===== config.mk =====
export PLATFORM = sky130hd
export DESIGN_NAME = ppu_video
export DESIGN_NICKNAME = d
export VERILOG_FILES = /design/src/source/nes_color_pkg.sv /design/src/source/video_timing_pkg.sv /design/src/source/nes_palette.sv /design/src/source/ppu_video.sv /design/src/source/scanline_buffer.sv /design/src/source/vga.sv
export SDC_FILE = /design/constraint.sdc
export NUM_CORES = 2
export LEC_CHECK = 0
export BUFFER_PORTS_ARGS = -buffer_cell sky130_fd_sc_hd__buf_4
export CAP_MARGIN = 5
export CORE_MARGIN = 3
export CORE_UTILIZATION = 63
export DETAILED_ROUTE_END_ITERATION = 8
export HOLD_SLACK_MARGIN = 0.03
export PLACE_DENSITY_LB_ADDON = 0.3
export SLEW_MARGIN = 20
export SYNTH_ARGS = -nofsm -noshare
export SYNTH_HDL_FRONTEND = slang
export SYNTH_MEMORY_MAX_BITS = 65536
export SYNTH_SLANG_ARGS = --single-unit

===== constraint.sdc =====
create_clock -name clk -period 5.9 [get_ports clk]
set_input_delay 0.885 -clock clk [delete_from_list [all_inputs] [get_ports clk]]
set_output_delay 0.885 -clock clk [all_outputs]
set_load 0.02 [all_outputs]

===== src/source/nes_color_pkg.sv =====
package nes_color_pkg;

    // index into the 64-entry system palette
    typedef logic [5:0] pal_idx_t;

    typedef struct packed {
        logic [7:0] red;
        logic [7:0] green;
        logic [7:0] blue;
    } rgb_t;

    // one pixel from the renderer
    typedef struct packed {
        logic [7:0] x;    // column within the line
        pal_idx_t   idx;
    } pix_wr_t;

endpackage


===== src/source/video_timing_pkg.sv =====
package video_timing_pkg;

    // horizontal, in pixel clocks
    localparam logic [9:0] h_total       = 10'd341;
    localparam logic [9:0] h_visible_end = 10'd255;
    localparam logic [9:0] h_fp_end      = 10'd262;
    localparam logic [9:0] h_sync_end    = 10'd303;
    localparam logic [9:0] h_bp_end      = 10'd323;

    // vertical, in rows
    localparam logic [9:0] v_total       = 10'd524;
    localparam logic [9:0] v_pre_end     = 10'd3;
    localparam logic [9:0] v_visible_end = 10'd483;
    localparam logic [9:0] v_fp_end      = 10'd493;
    localparam logic [9:0] v_sync_end    = 10'd495;

    typedef enum logic [2:0] {
        hs_visible,
        hs_front_porch,
        hs_pulse,
        hs_back_porch,
        hs_idle           // dead columns up to h_total - 1
    } vga_hs_state_t;

    typedef enum logic [2:0] {
        vs_pre,
        vs_visible,
        vs_front_porch,
        vs_pulse,
        vs_back_porch
    } vga_vs_state_t;

endpackage


===== src/source/nes_palette.sv =====
`timescale 1ns/1ps

module nes_palette (
    input  nes_color_pkg::pal_idx_t idx,
    output nes_color_pkg::rgb_t     color
);
    import nes_color_pkg::*;

    always_comb begin
        case (idx)
            6'h00: color = rgb_t'{8'd84,  8'd84,  8'd84};
            6'h01: color = rgb_t'{8'd0,   8'd30,  8'd116};
            6'h02: color = rgb_t'{8'd8,   8'd16,  8'd144};
            6'h03: color = rgb_t'{8'd48,  8'd0,   8'd136};
            6'h04: color = rgb_t'{8'd68,  8'd0,   8'd100};
            6'h05: color = rgb_t'{8'd92,  8'd0,   8'd48};
            6'h06: color = rgb_t'{8'd84,  8'd4,   8'd0};
            6'h07: color = rgb_t'{8'd60,  8'd24,  8'd0};
            6'h08: color = rgb_t'{8'd32,  8'd42,  8'd0};
            6'h09: color = rgb_t'{8'd8,   8'd58,  8'd0};
            6'h0a: color = rgb_t'{8'd0,   8'd64,  8'd0};
            6'h0b: color = rgb_t'{8'd0,   8'd60,  8'd0};
            6'h0c: color = rgb_t'{8'd0,   8'd50,  8'd60};
            6'h0d: color = rgb_t'{8'd0,   8'd0,   8'd0};
            6'h0e: color = rgb_t'{8'd0,   8'd0,   8'd0};
            6'h0f: color = rgb_t'{8'd0,   8'd0,   8'd0};
            // second row, brighter
            6'h10: color = rgb_t'{8'd152, 8'd150, 8'd152};
            6'h11: color = rgb_t'{8'd8,   8'd76,  8'd196};
            6'h12: color = rgb_t'{8'd48,  8'd50,  8'd236};
            6'h13: color = rgb_t'{8'd92,  8'd30,  8'd228};
            6'h14: color = rgb_t'{8'd136, 8'd20,  8'd176};
            6'h15: color = rgb_t'{8'd160, 8'd20,  8'd100};
            6'h16: color = rgb_t'{8'd152, 8'd34,  8'd32};
            6'h17: color = rgb_t'{8'd120, 8'd60,  8'd0};
            6'h18: color = rgb_t'{8'd84,  8'd90,  8'd0};
            6'h19: color = rgb_t'{8'd40,  8'd114, 8'd0};
            6'h1a: color = rgb_t'{8'd8,   8'd124, 8'd0};
            6'h1b: color = rgb_t'{8'd0,   8'd118, 8'd40};
            6'h1c: color = rgb_t'{8'd0,   8'd102, 8'd120};
            6'h1d: color = rgb_t'{8'd0,   8'd0,   8'd0};
            6'h1e: color = rgb_t'{8'd0,   8'd0,   8'd0};
            6'h1f: color = rgb_t'{8'd0,   8'd0,   8'd0};
            6'h20: color = rgb_t'{8'd236, 8'd238, 8'd236};
            6'h21: color = rgb_t'{8'd76,  8'd154, 8'd236};
            6'h22: color = rgb_t'{8'd120, 8'd124, 8'd236};
            6'h23: color = rgb_t'{8'd176, 8'd98,  8'd236};
            6'h24: color = rgb_t'{8'd228, 8'd84,  8'd236};
            6'h25: color = rgb_t'{8'd236, 8'd88,  8'd180};
            6'h26: color = rgb_t'{8'd236, 8'd106, 8'd100};
            6'h27: color = rgb_t'{8'd212, 8'd136, 8'd32};
            6'h28: color = rgb_t'{8'd160, 8'd170, 8'd0};
            6'h29: color = rgb_t'{8'd116, 8'd196, 8'd0};
            6'h2a: color = rgb_t'{8'd76,  8'd208, 8'd32};
            6'h2b: color = rgb_t'{8'd56,  8'd204, 8'd108};
            6'h2c: color = rgb_t'{8'd56,  8'd180, 8'd204};
            6'h2d: color = rgb_t'{8'd60,  8'd60,  8'd60};
            6'h2e: color = rgb_t'{8'd0,   8'd0,   8'd0};
            6'h2f: color = rgb_t'{8'd0,   8'd0,   8'd0};
            // pastel row
            6'h30: color = rgb_t'{8'd236, 8'd238, 8'd236};
            6'h31: color = rgb_t'{8'd168, 8'd204, 8'd236};
            6'h32: color = rgb_t'{8'd188, 8'd188, 8'd236};
            6'h33: color = rgb_t'{8'd212, 8'd178, 8'd236};
            6'h34: color = rgb_t'{8'd236, 8'd174, 8'd236};
            6'h35: color = rgb_t'{8'd236, 8'd174, 8'd212};
            6'h36: color = rgb_t'{8'd236, 8'd180, 8'd176};
            6'h37: color = rgb_t'{8'd228, 8'd196, 8'd144};
            6'h38: color = rgb_t'{8'd204, 8'd210, 8'd120};
            6'h39: color = rgb_t'{8'd180, 8'd222, 8'd120};
            6'h3a: color = rgb_t'{8'd168, 8'd226, 8'd144};
            6'h3b: color = rgb_t'{8'd152, 8'd226, 8'd180};
            6'h3c: color = rgb_t'{8'd160, 8'd214, 8'd228};
            6'h3d: color = rgb_t'{8'd160, 8'd162, 8'd160};
            6'h3e: color = rgb_t'{8'd0,   8'd0,   8'd0};
            6'h3f: color = rgb_t'{8'd0,   8'd0,   8'd0};
        endcase
    end

endmodule


===== src/source/ppu_video.sv =====
`timescale 1ns/1ps

module ppu_video #(
    parameter int line_px = 256
) (
    input                           clk,
    input                           clk_en,
    input                           rst_n,
    input                           retro_look,
    input  nes_color_pkg::pix_wr_t  pix_wr,
    input                           pix_wr_valid,
    input                           line_done,
    output logic                    hsync_n,
    output logic                    vsync_n,
    output logic                    blank,
    output nes_color_pkg::rgb_t     pixel
);
    import nes_color_pkg::*;

    logic [7:0] buf_idx;
    pal_idx_t   buf_pix;

    // buffer runs every cycle, only the VGA side follows clk_en
    scanline_buffer #(
        .line_px (line_px)
    ) u_buffer (
        .clk       (clk),
        .rst_n     (rst_n),
        .wr        (pix_wr),
        .wr_valid  (pix_wr_valid),
        .line_done (line_done),
        .rd_idx    (buf_idx),
        .rd_pix    (buf_pix)
    );

    vga u_vga (
        .clk        (clk),
        .clk_en     (clk_en),
        .rst_n      (rst_n),
        .retro_look (retro_look),
        .buf_idx    (buf_idx),
        .buf_pix    (buf_pix),
        .hsync_n    (hsync_n),
        .vsync_n    (vsync_n),
        .blank      (blank),
        .pixel      (pixel)
    );

endmodule


===== src/source/scanline_buffer.sv =====
`timescale 1ns/1ps

module scanline_buffer #(
    parameter int line_px = 256
) (
    input                          clk,
    input                          rst_n,
    input  nes_color_pkg::pix_wr_t wr,
    input                          wr_valid,
    input                          line_done,
    input  logic [7:0]             rd_idx,
    output nes_color_pkg::pal_idx_t rd_pix
);
    import nes_color_pkg::*;

    pal_idx_t mem [2][line_px];
    logic     wr_sel;    // bank being filled, the other one is displayed

    always_ff @(posedge clk or negedge rst_n) begin
        if (!rst_n) begin
            wr_sel <= 1'b0;
        end else if (line_done) begin
            wr_sel <= ~wr_sel;
        end
    end

    always_ff @(posedge clk) begin
        if (wr_valid) begin
            mem[wr_sel][wr.x] <= wr.idx;
        end
    end

    // columns past the line read as index 0
    always_comb begin
        if (rd_idx < line_px) begin
            rd_pix = mem[~wr_sel][rd_idx];
        end else begin
            rd_pix = '0;
        end
    end

    // renderer must stay inside the line
    a_wr_in_line: assert property (
        @(posedge clk) disable iff (!rst_n)
        wr_valid |-> (wr.x < line_px)
    ) else $error("scanline_buffer: write column %0d beyond line", wr.x);

    // a write next to a swap would land in an ambiguous bank
    a_wr_not_on_swap: assert property (
        @(posedge clk) disable iff (!rst_n)
        !(wr_valid && line_done)
    ) else $error("scanline_buffer: write and line_done in the same cycle");

endmodule


===== src/source/vga.sv =====
`timescale 1ns/1ps

module vga (
    input                           clk,
    input                           clk_en,
    input                           rst_n,
    input                           retro_look,
    output logic [7:0]              buf_idx,
    input  nes_color_pkg::pal_idx_t buf_pix,
    output logic                    hsync_n,
    output logic                    vsync_n,
    output logic                    blank,
    output nes_color_pkg::rgb_t     pixel
);
    import video_timing_pkg::*;
    import nes_color_pkg::*;

    logic [9:0] row, col;
    logic       row_end;

    vga_hs_state_t hs_state, hs_next;
    vga_vs_state_t vs_state, vs_next;

    rgb_t pal_color;
    logic visible;

    assign row_end = (col == h_total - 10'd1);

    always_ff @(posedge clk or negedge rst_n) begin
        if (!rst_n) begin
            col <= '0;
            row <= '0;
        end else if (clk_en) begin
            if (row_end) begin
                col <= '0;
                // wrap at the end of the frame
                row <= (row == v_total - 10'd1) ? 10'd0 : row + 10'd1;
            end else begin
                col <= col + 10'd1;
            end
        end
    end

    always_ff @(posedge clk or negedge rst_n) begin
        if (!rst_n) begin
            hs_state <= hs_visible;
            vs_state <= vs_pre;
        end else if (clk_en) begin
            hs_state <= hs_next;
            vs_state <= vs_next;
        end
    end

    // horizontal phases, state moves on after the last column of each
    always_comb begin
        hs_next = hs_state;
        hsync_n = 1'b1;
        case (hs_state)
            hs_visible:     if (col == h_visible_end) hs_next = hs_front_porch;
            hs_front_porch: if (col == h_fp_end) hs_next = hs_pulse;
            hs_pulse: begin
                hsync_n = 1'b0;
                if (col == h_sync_end) hs_next = hs_back_porch;
            end
            hs_back_porch:  if (col == h_bp_end) hs_next = hs_idle;
            hs_idle:        if (row_end) hs_next = hs_visible;
            default:        hs_next = hs_visible;
        endcase
    end

    // vertical phases, only step at the end of a row
    always_comb begin
        vs_next = vs_state;
        vsync_n = 1'b1;
        case (vs_state)
            vs_pre:         if (row_end && row == v_pre_end) vs_next = vs_visible;
            vs_visible:     if (row_end && row == v_visible_end) vs_next = vs_front_porch;
            vs_front_porch: if (row_end && row == v_fp_end) vs_next = vs_pulse;
            vs_pulse: begin
                vsync_n = 1'b0;
                if (row_end && row == v_sync_end) vs_next = vs_back_porch;
            end
            vs_back_porch: begin
                if (row_end && row == v_total - 10'd1) vs_next = vs_pre;
            end
            default:        vs_next = vs_pre;
        endcase
    end

    assign visible = (hs_state == hs_visible) && (vs_state == vs_visible);
    assign blank   = ~visible;
    assign buf_idx = col[7:0];

    nes_palette u_palette (
        .idx   (buf_pix),
        .color (pal_color)
    );

    // scanline effect blacks out odd rows
    always_comb begin
        if (visible && !(retro_look && row[0])) begin
            pixel = pal_color;
        end else begin
            pixel = '0;
        end
    end

    // visible columns must line up with the visible state and never carry sync
    a_hsync_off_visible: assert property (
        @(posedge clk) disable iff (!rst_n)
        (col <= h_visible_end) |-> (hs_state == hs_visible && hsync_n)
    ) else $error("vga: hsync or state out of step at column %0d", col);

endmodule


==> metrics <==
outcome=finished with violations; failing checks=setup timing; worst-margin pin slew=1.309 ns; cell area after synthesis=0.1248 sq mm; Total Routing Usage GR=34.55%; largest net degree at the start of global routing=217; hold endpoint=u_buffer.wr_sel; setup TNS=-8.846 ns; slew margin rel.=12.72%; placed insts=9,169; HPWL after detailed placement=201.2 mm; drt first pass iters=6; Fill cells=10,520; Reg-to-Reg Start=u_vga.col[2]; worst hold-check path type=input pin to register; DR vias=70,630; root buffer cell=clkbuf_16; Buf+Inv Stages, Crit Path=9; Min Clock Period, post-route=6.489 ns; CORE AREA=0.1960 sq mm; DRC Markers=0; Die Y-Extent=451.1 um; f_max=0.1541 GHz; Critical Path Start Type=register; number of synthesized flops with an enable pin=3,072; routability cong.=0.9186; CP max-delay cell=nor4_4; CP Capture Type=output pin; Final WS setup=-0.5889 ns; Async SR Flop Fraction=0.8712%; hold path startpoint=line_done; final WL=354.3 mm; area grow syn2layout=15.91%; Worst Hold Depth=2; Netlist cell types=96; Reg clk slew, reported paths=0.06 ns; crit path DAT=5.60 ns; critical register-to-register path endpoint=u_vga.row[9]; CTS buffer count=319; die area=0.2035 sq mm; post-route insts no fill=9,887; global-route wire length before repair=504.0 mm; syn_area_per_cell=19.26 sq um; Slew Viols, Final=0; Reg2Reg Setup Slack=1.45 ns; clk_lat worst skew=0.95 ns; DR vias/cell=7.144; maximum buffer depth of the clock tree=4; post-synthesis sequential area ratio=74.44%; Final Hold Fails=0; Crit Path Max Fanout=7; clk_skew=0.04654 ns; peak supply drop=0.5940 mV; vias in the first global route=70,290; crit-path leading delay family=simple AND/OR/NAND/NOR gates; Rows=162; IO buf count=41; Final Net Count=7,064; FF/Latch Area=0.09294 sq mm; clock sinks=3,099; htree depth=5; Ports=47; DR WL/cell=35.84 um; CP max stage delay=0.74 ns; Primary FF master, synth=edfxtp_1; initial core utilization=63.69%; Synth Instances=6,483; warnings from Yosys=0; pwr dens=479.3 mW/mm^2; TritonCTS clock tree=done; fin crit share=110.0%; Critical Path RT=5.02 ns; crit-path cells=buf_12 > buf_12 > buf_16 > buf_12 > buf_16 > mux4_2 > mux2i_1 > o32ai_2 > nor3_4 > nor4_4 > nor2_4 > and2_4 > clkinvlp_4 > ha_4 > buf_4 > mux2i_1 > o22ai_1 > buf_4 > or3b_1 > o221ai_2 > buf_4; critical path type=register to output pin; RSZ-0062 raised after global routing=true; layout cells sized above 1=28.79%; footprint of the multi-input gates=0.03111 sq mm; GR Overflow Total=0; Yosys reg bits=3,099; R2R cell count=12; final setup vio count=19; initial antenna violation count=13; Initial DRC Count=11,710; Routed Antenna Nets=0; DIE WIDTH=451.1 um; Pleak=0.04676 uW; maxcap violations=0
-- flip-flops by register name (all words and copies together) (netlist names) --
| register | count |
|---|---|
| u_buffer.mem | 3072 |
| u_buffer.wr_sel | 1 |
| u_vga.col | 10 |
| u_vga.hs_state | 3 |
| u_vga.row | 10 |
| u_vga.vs_state | 3 |
-- routing by layer --
metal	up-vias	global-route usage [%]	routed length, um
li1	27460	-	-
met1	35900	47.33	120600
met2	6173	52.43	165500
met3	1093	8.963	48060
met4	8	17.23	20140
met5	-	0	76
-- area by class of cell --
| type | instances | share of cell area [%] |
|---|---|---|
| clock buffers | 392 | 5.780 |
| diodes | 7 | 0.01211 |
| multi-input cells | 2937 | 21.50 |
| repair buffers | 645 | 5.096 |
| inverters | 24 | 0.09166 |
| well taps | 2624 | 2.269 |
| flip-flops and latches | 3099 | 64.24 |
| clock inverters | 159 | 1.014 |
-- cell usage in the layout, fill, tap and decap left out, drive strengths merged, types with 8 or more instances in the layout --
cell type | netlist | layout
a2111oi | 13 | 13
a211oi | 16 | 16
a21oi | 156 | 156
a221o | 8 | 8
a221oi | 18 | 18
a22oi | 95 | 95
a311oi | 9 | 9
a31o | 48 | 48
a31oi | 11 | 11
and2 | 13 | 13
and3 | 21 | 21
buf | 262 | 628
bufbuf | 0 | 9
bufinv | 0 | 27
clkbuf | 165 | 399
clkinv | 0 | 118
clkinvlp | 0 | 12
dfrtp | 27 | 27
edfxtp | 3072 | 3072
ha | 18 | 18
inv | 24 | 26
mux2 | 40 | 40
mux2i | 457 | 457
mux4 | 624 | 624
nand2 | 312 | 312
nand2b | 19 | 19
nand3 | 47 | 47
nand4 | 20 | 20
nor2 | 573 | 573
nor2b | 28 | 28
nor3 | 71 | 71
nor4 | 30 | 30
o21ai | 48 | 48
o221ai | 13 | 13
o22ai | 96 | 96
o31ai | 20 | 20
-- per-stage QoR --
stage / power (uW) / instance area, sq um / utilization [%] / worst slack (ns) / hold slack, ns
floorplan: 36710 / 124800 / - / 0.2353 / 0.4678
global placement: 44070 / 130000 / 66.31 / -0.4429 / 0.5006
detailed placement: 44100 / 130000 / 66.32 / -0.1876 / 0.5009
CTS: 66730 / 143200 / 73.05 / -0.4612 / 0.1842
global route: 70940 / 144700 / 73.81 / -0.7149 / 0.1988
finish: 69350 / 144700 / 73.82 / -0.5889 / 0.2297
-- worst max path at each step --
stage / depth (start not counted) / to / from / slack, ns
after global placement: 13 / pixel[21] / u_buffer.wr_sel / -0.44
after CTS: 21 / pixel[21] / u_buffer.wr_sel / -0.46
after detailed placement: 16 / pixel[2] / u_buffer.wr_sel / -0.19
after floorplan: 24 / pixel[21] / u_buffer.wr_sel / 0.24
after global routing: 21 / pixel[21] / u_buffer.wr_sel / -0.71
final: 21 / pixel[21] / u_buffer.wr_sel / -0.59
-- Yosys cell counts, drive strengths merged (13+ instances only) --
cell     count  share of area [%]
o221ai      13              0.091
a2111oi     13              0.092
mux2i      457                3.7
ha          18               0.18
a21oi      156               0.63
and2        13              0.067
dfrtp       27               0.54
nor3        71               0.28
a31o        48               0.34
a211oi      16              0.096
o21ai       48               0.20
nand3       47               0.19
edfxtp    3072                 74
nor4        30               0.18
nand2      312               0.94
mux2        40               0.36
mux4       624                 11
a221oi      18               0.13
nand2b      19              0.095
o22ai       96               0.48
inv         24              0.072
nand4       20               0.10
clkbuf     165               0.52
nor2       573                1.7
buf        262                2.0
o31ai       20               0.12
and3        21               0.11
nor2b       28               0.14
a22oi       95               0.57
-- cell families (layout without fill, tap and decap cells) --
family	Yosys count	after routing	synth area share [%]
flops	3099	3099	74.44
compound gates	613	613	3.381
other cells	1	12	0.003004
buf+inv	452	1220	2.571
fa+ha+maj	18	18	0.1804
simple gates	1167	1168	4.025
mux	1121	1121	15.32
xor+xnor	12	12	0.08419
-- power breakdown --
| group | internal [uW] | switching, uW |
|---|---|---|
| combinational | 11700 | 13800 |
| clock | 11200 | 8270 |
| sequential | 24300 | 140 |
| total | 47200 | 22200 |
-- timing repair --
item / in CTS / in global routing
hold buffers: 1 / 0
hold endpoints to repair: 27 / 0
setup endpoints to repair: 19 / 19
setup buffers: 98 / 50
pin swaps: 51 / 64
gates resized for setup: 375 / 189
gates cloned: 18 / 7
Note: power is estimated with default switching activity, not from simulation.
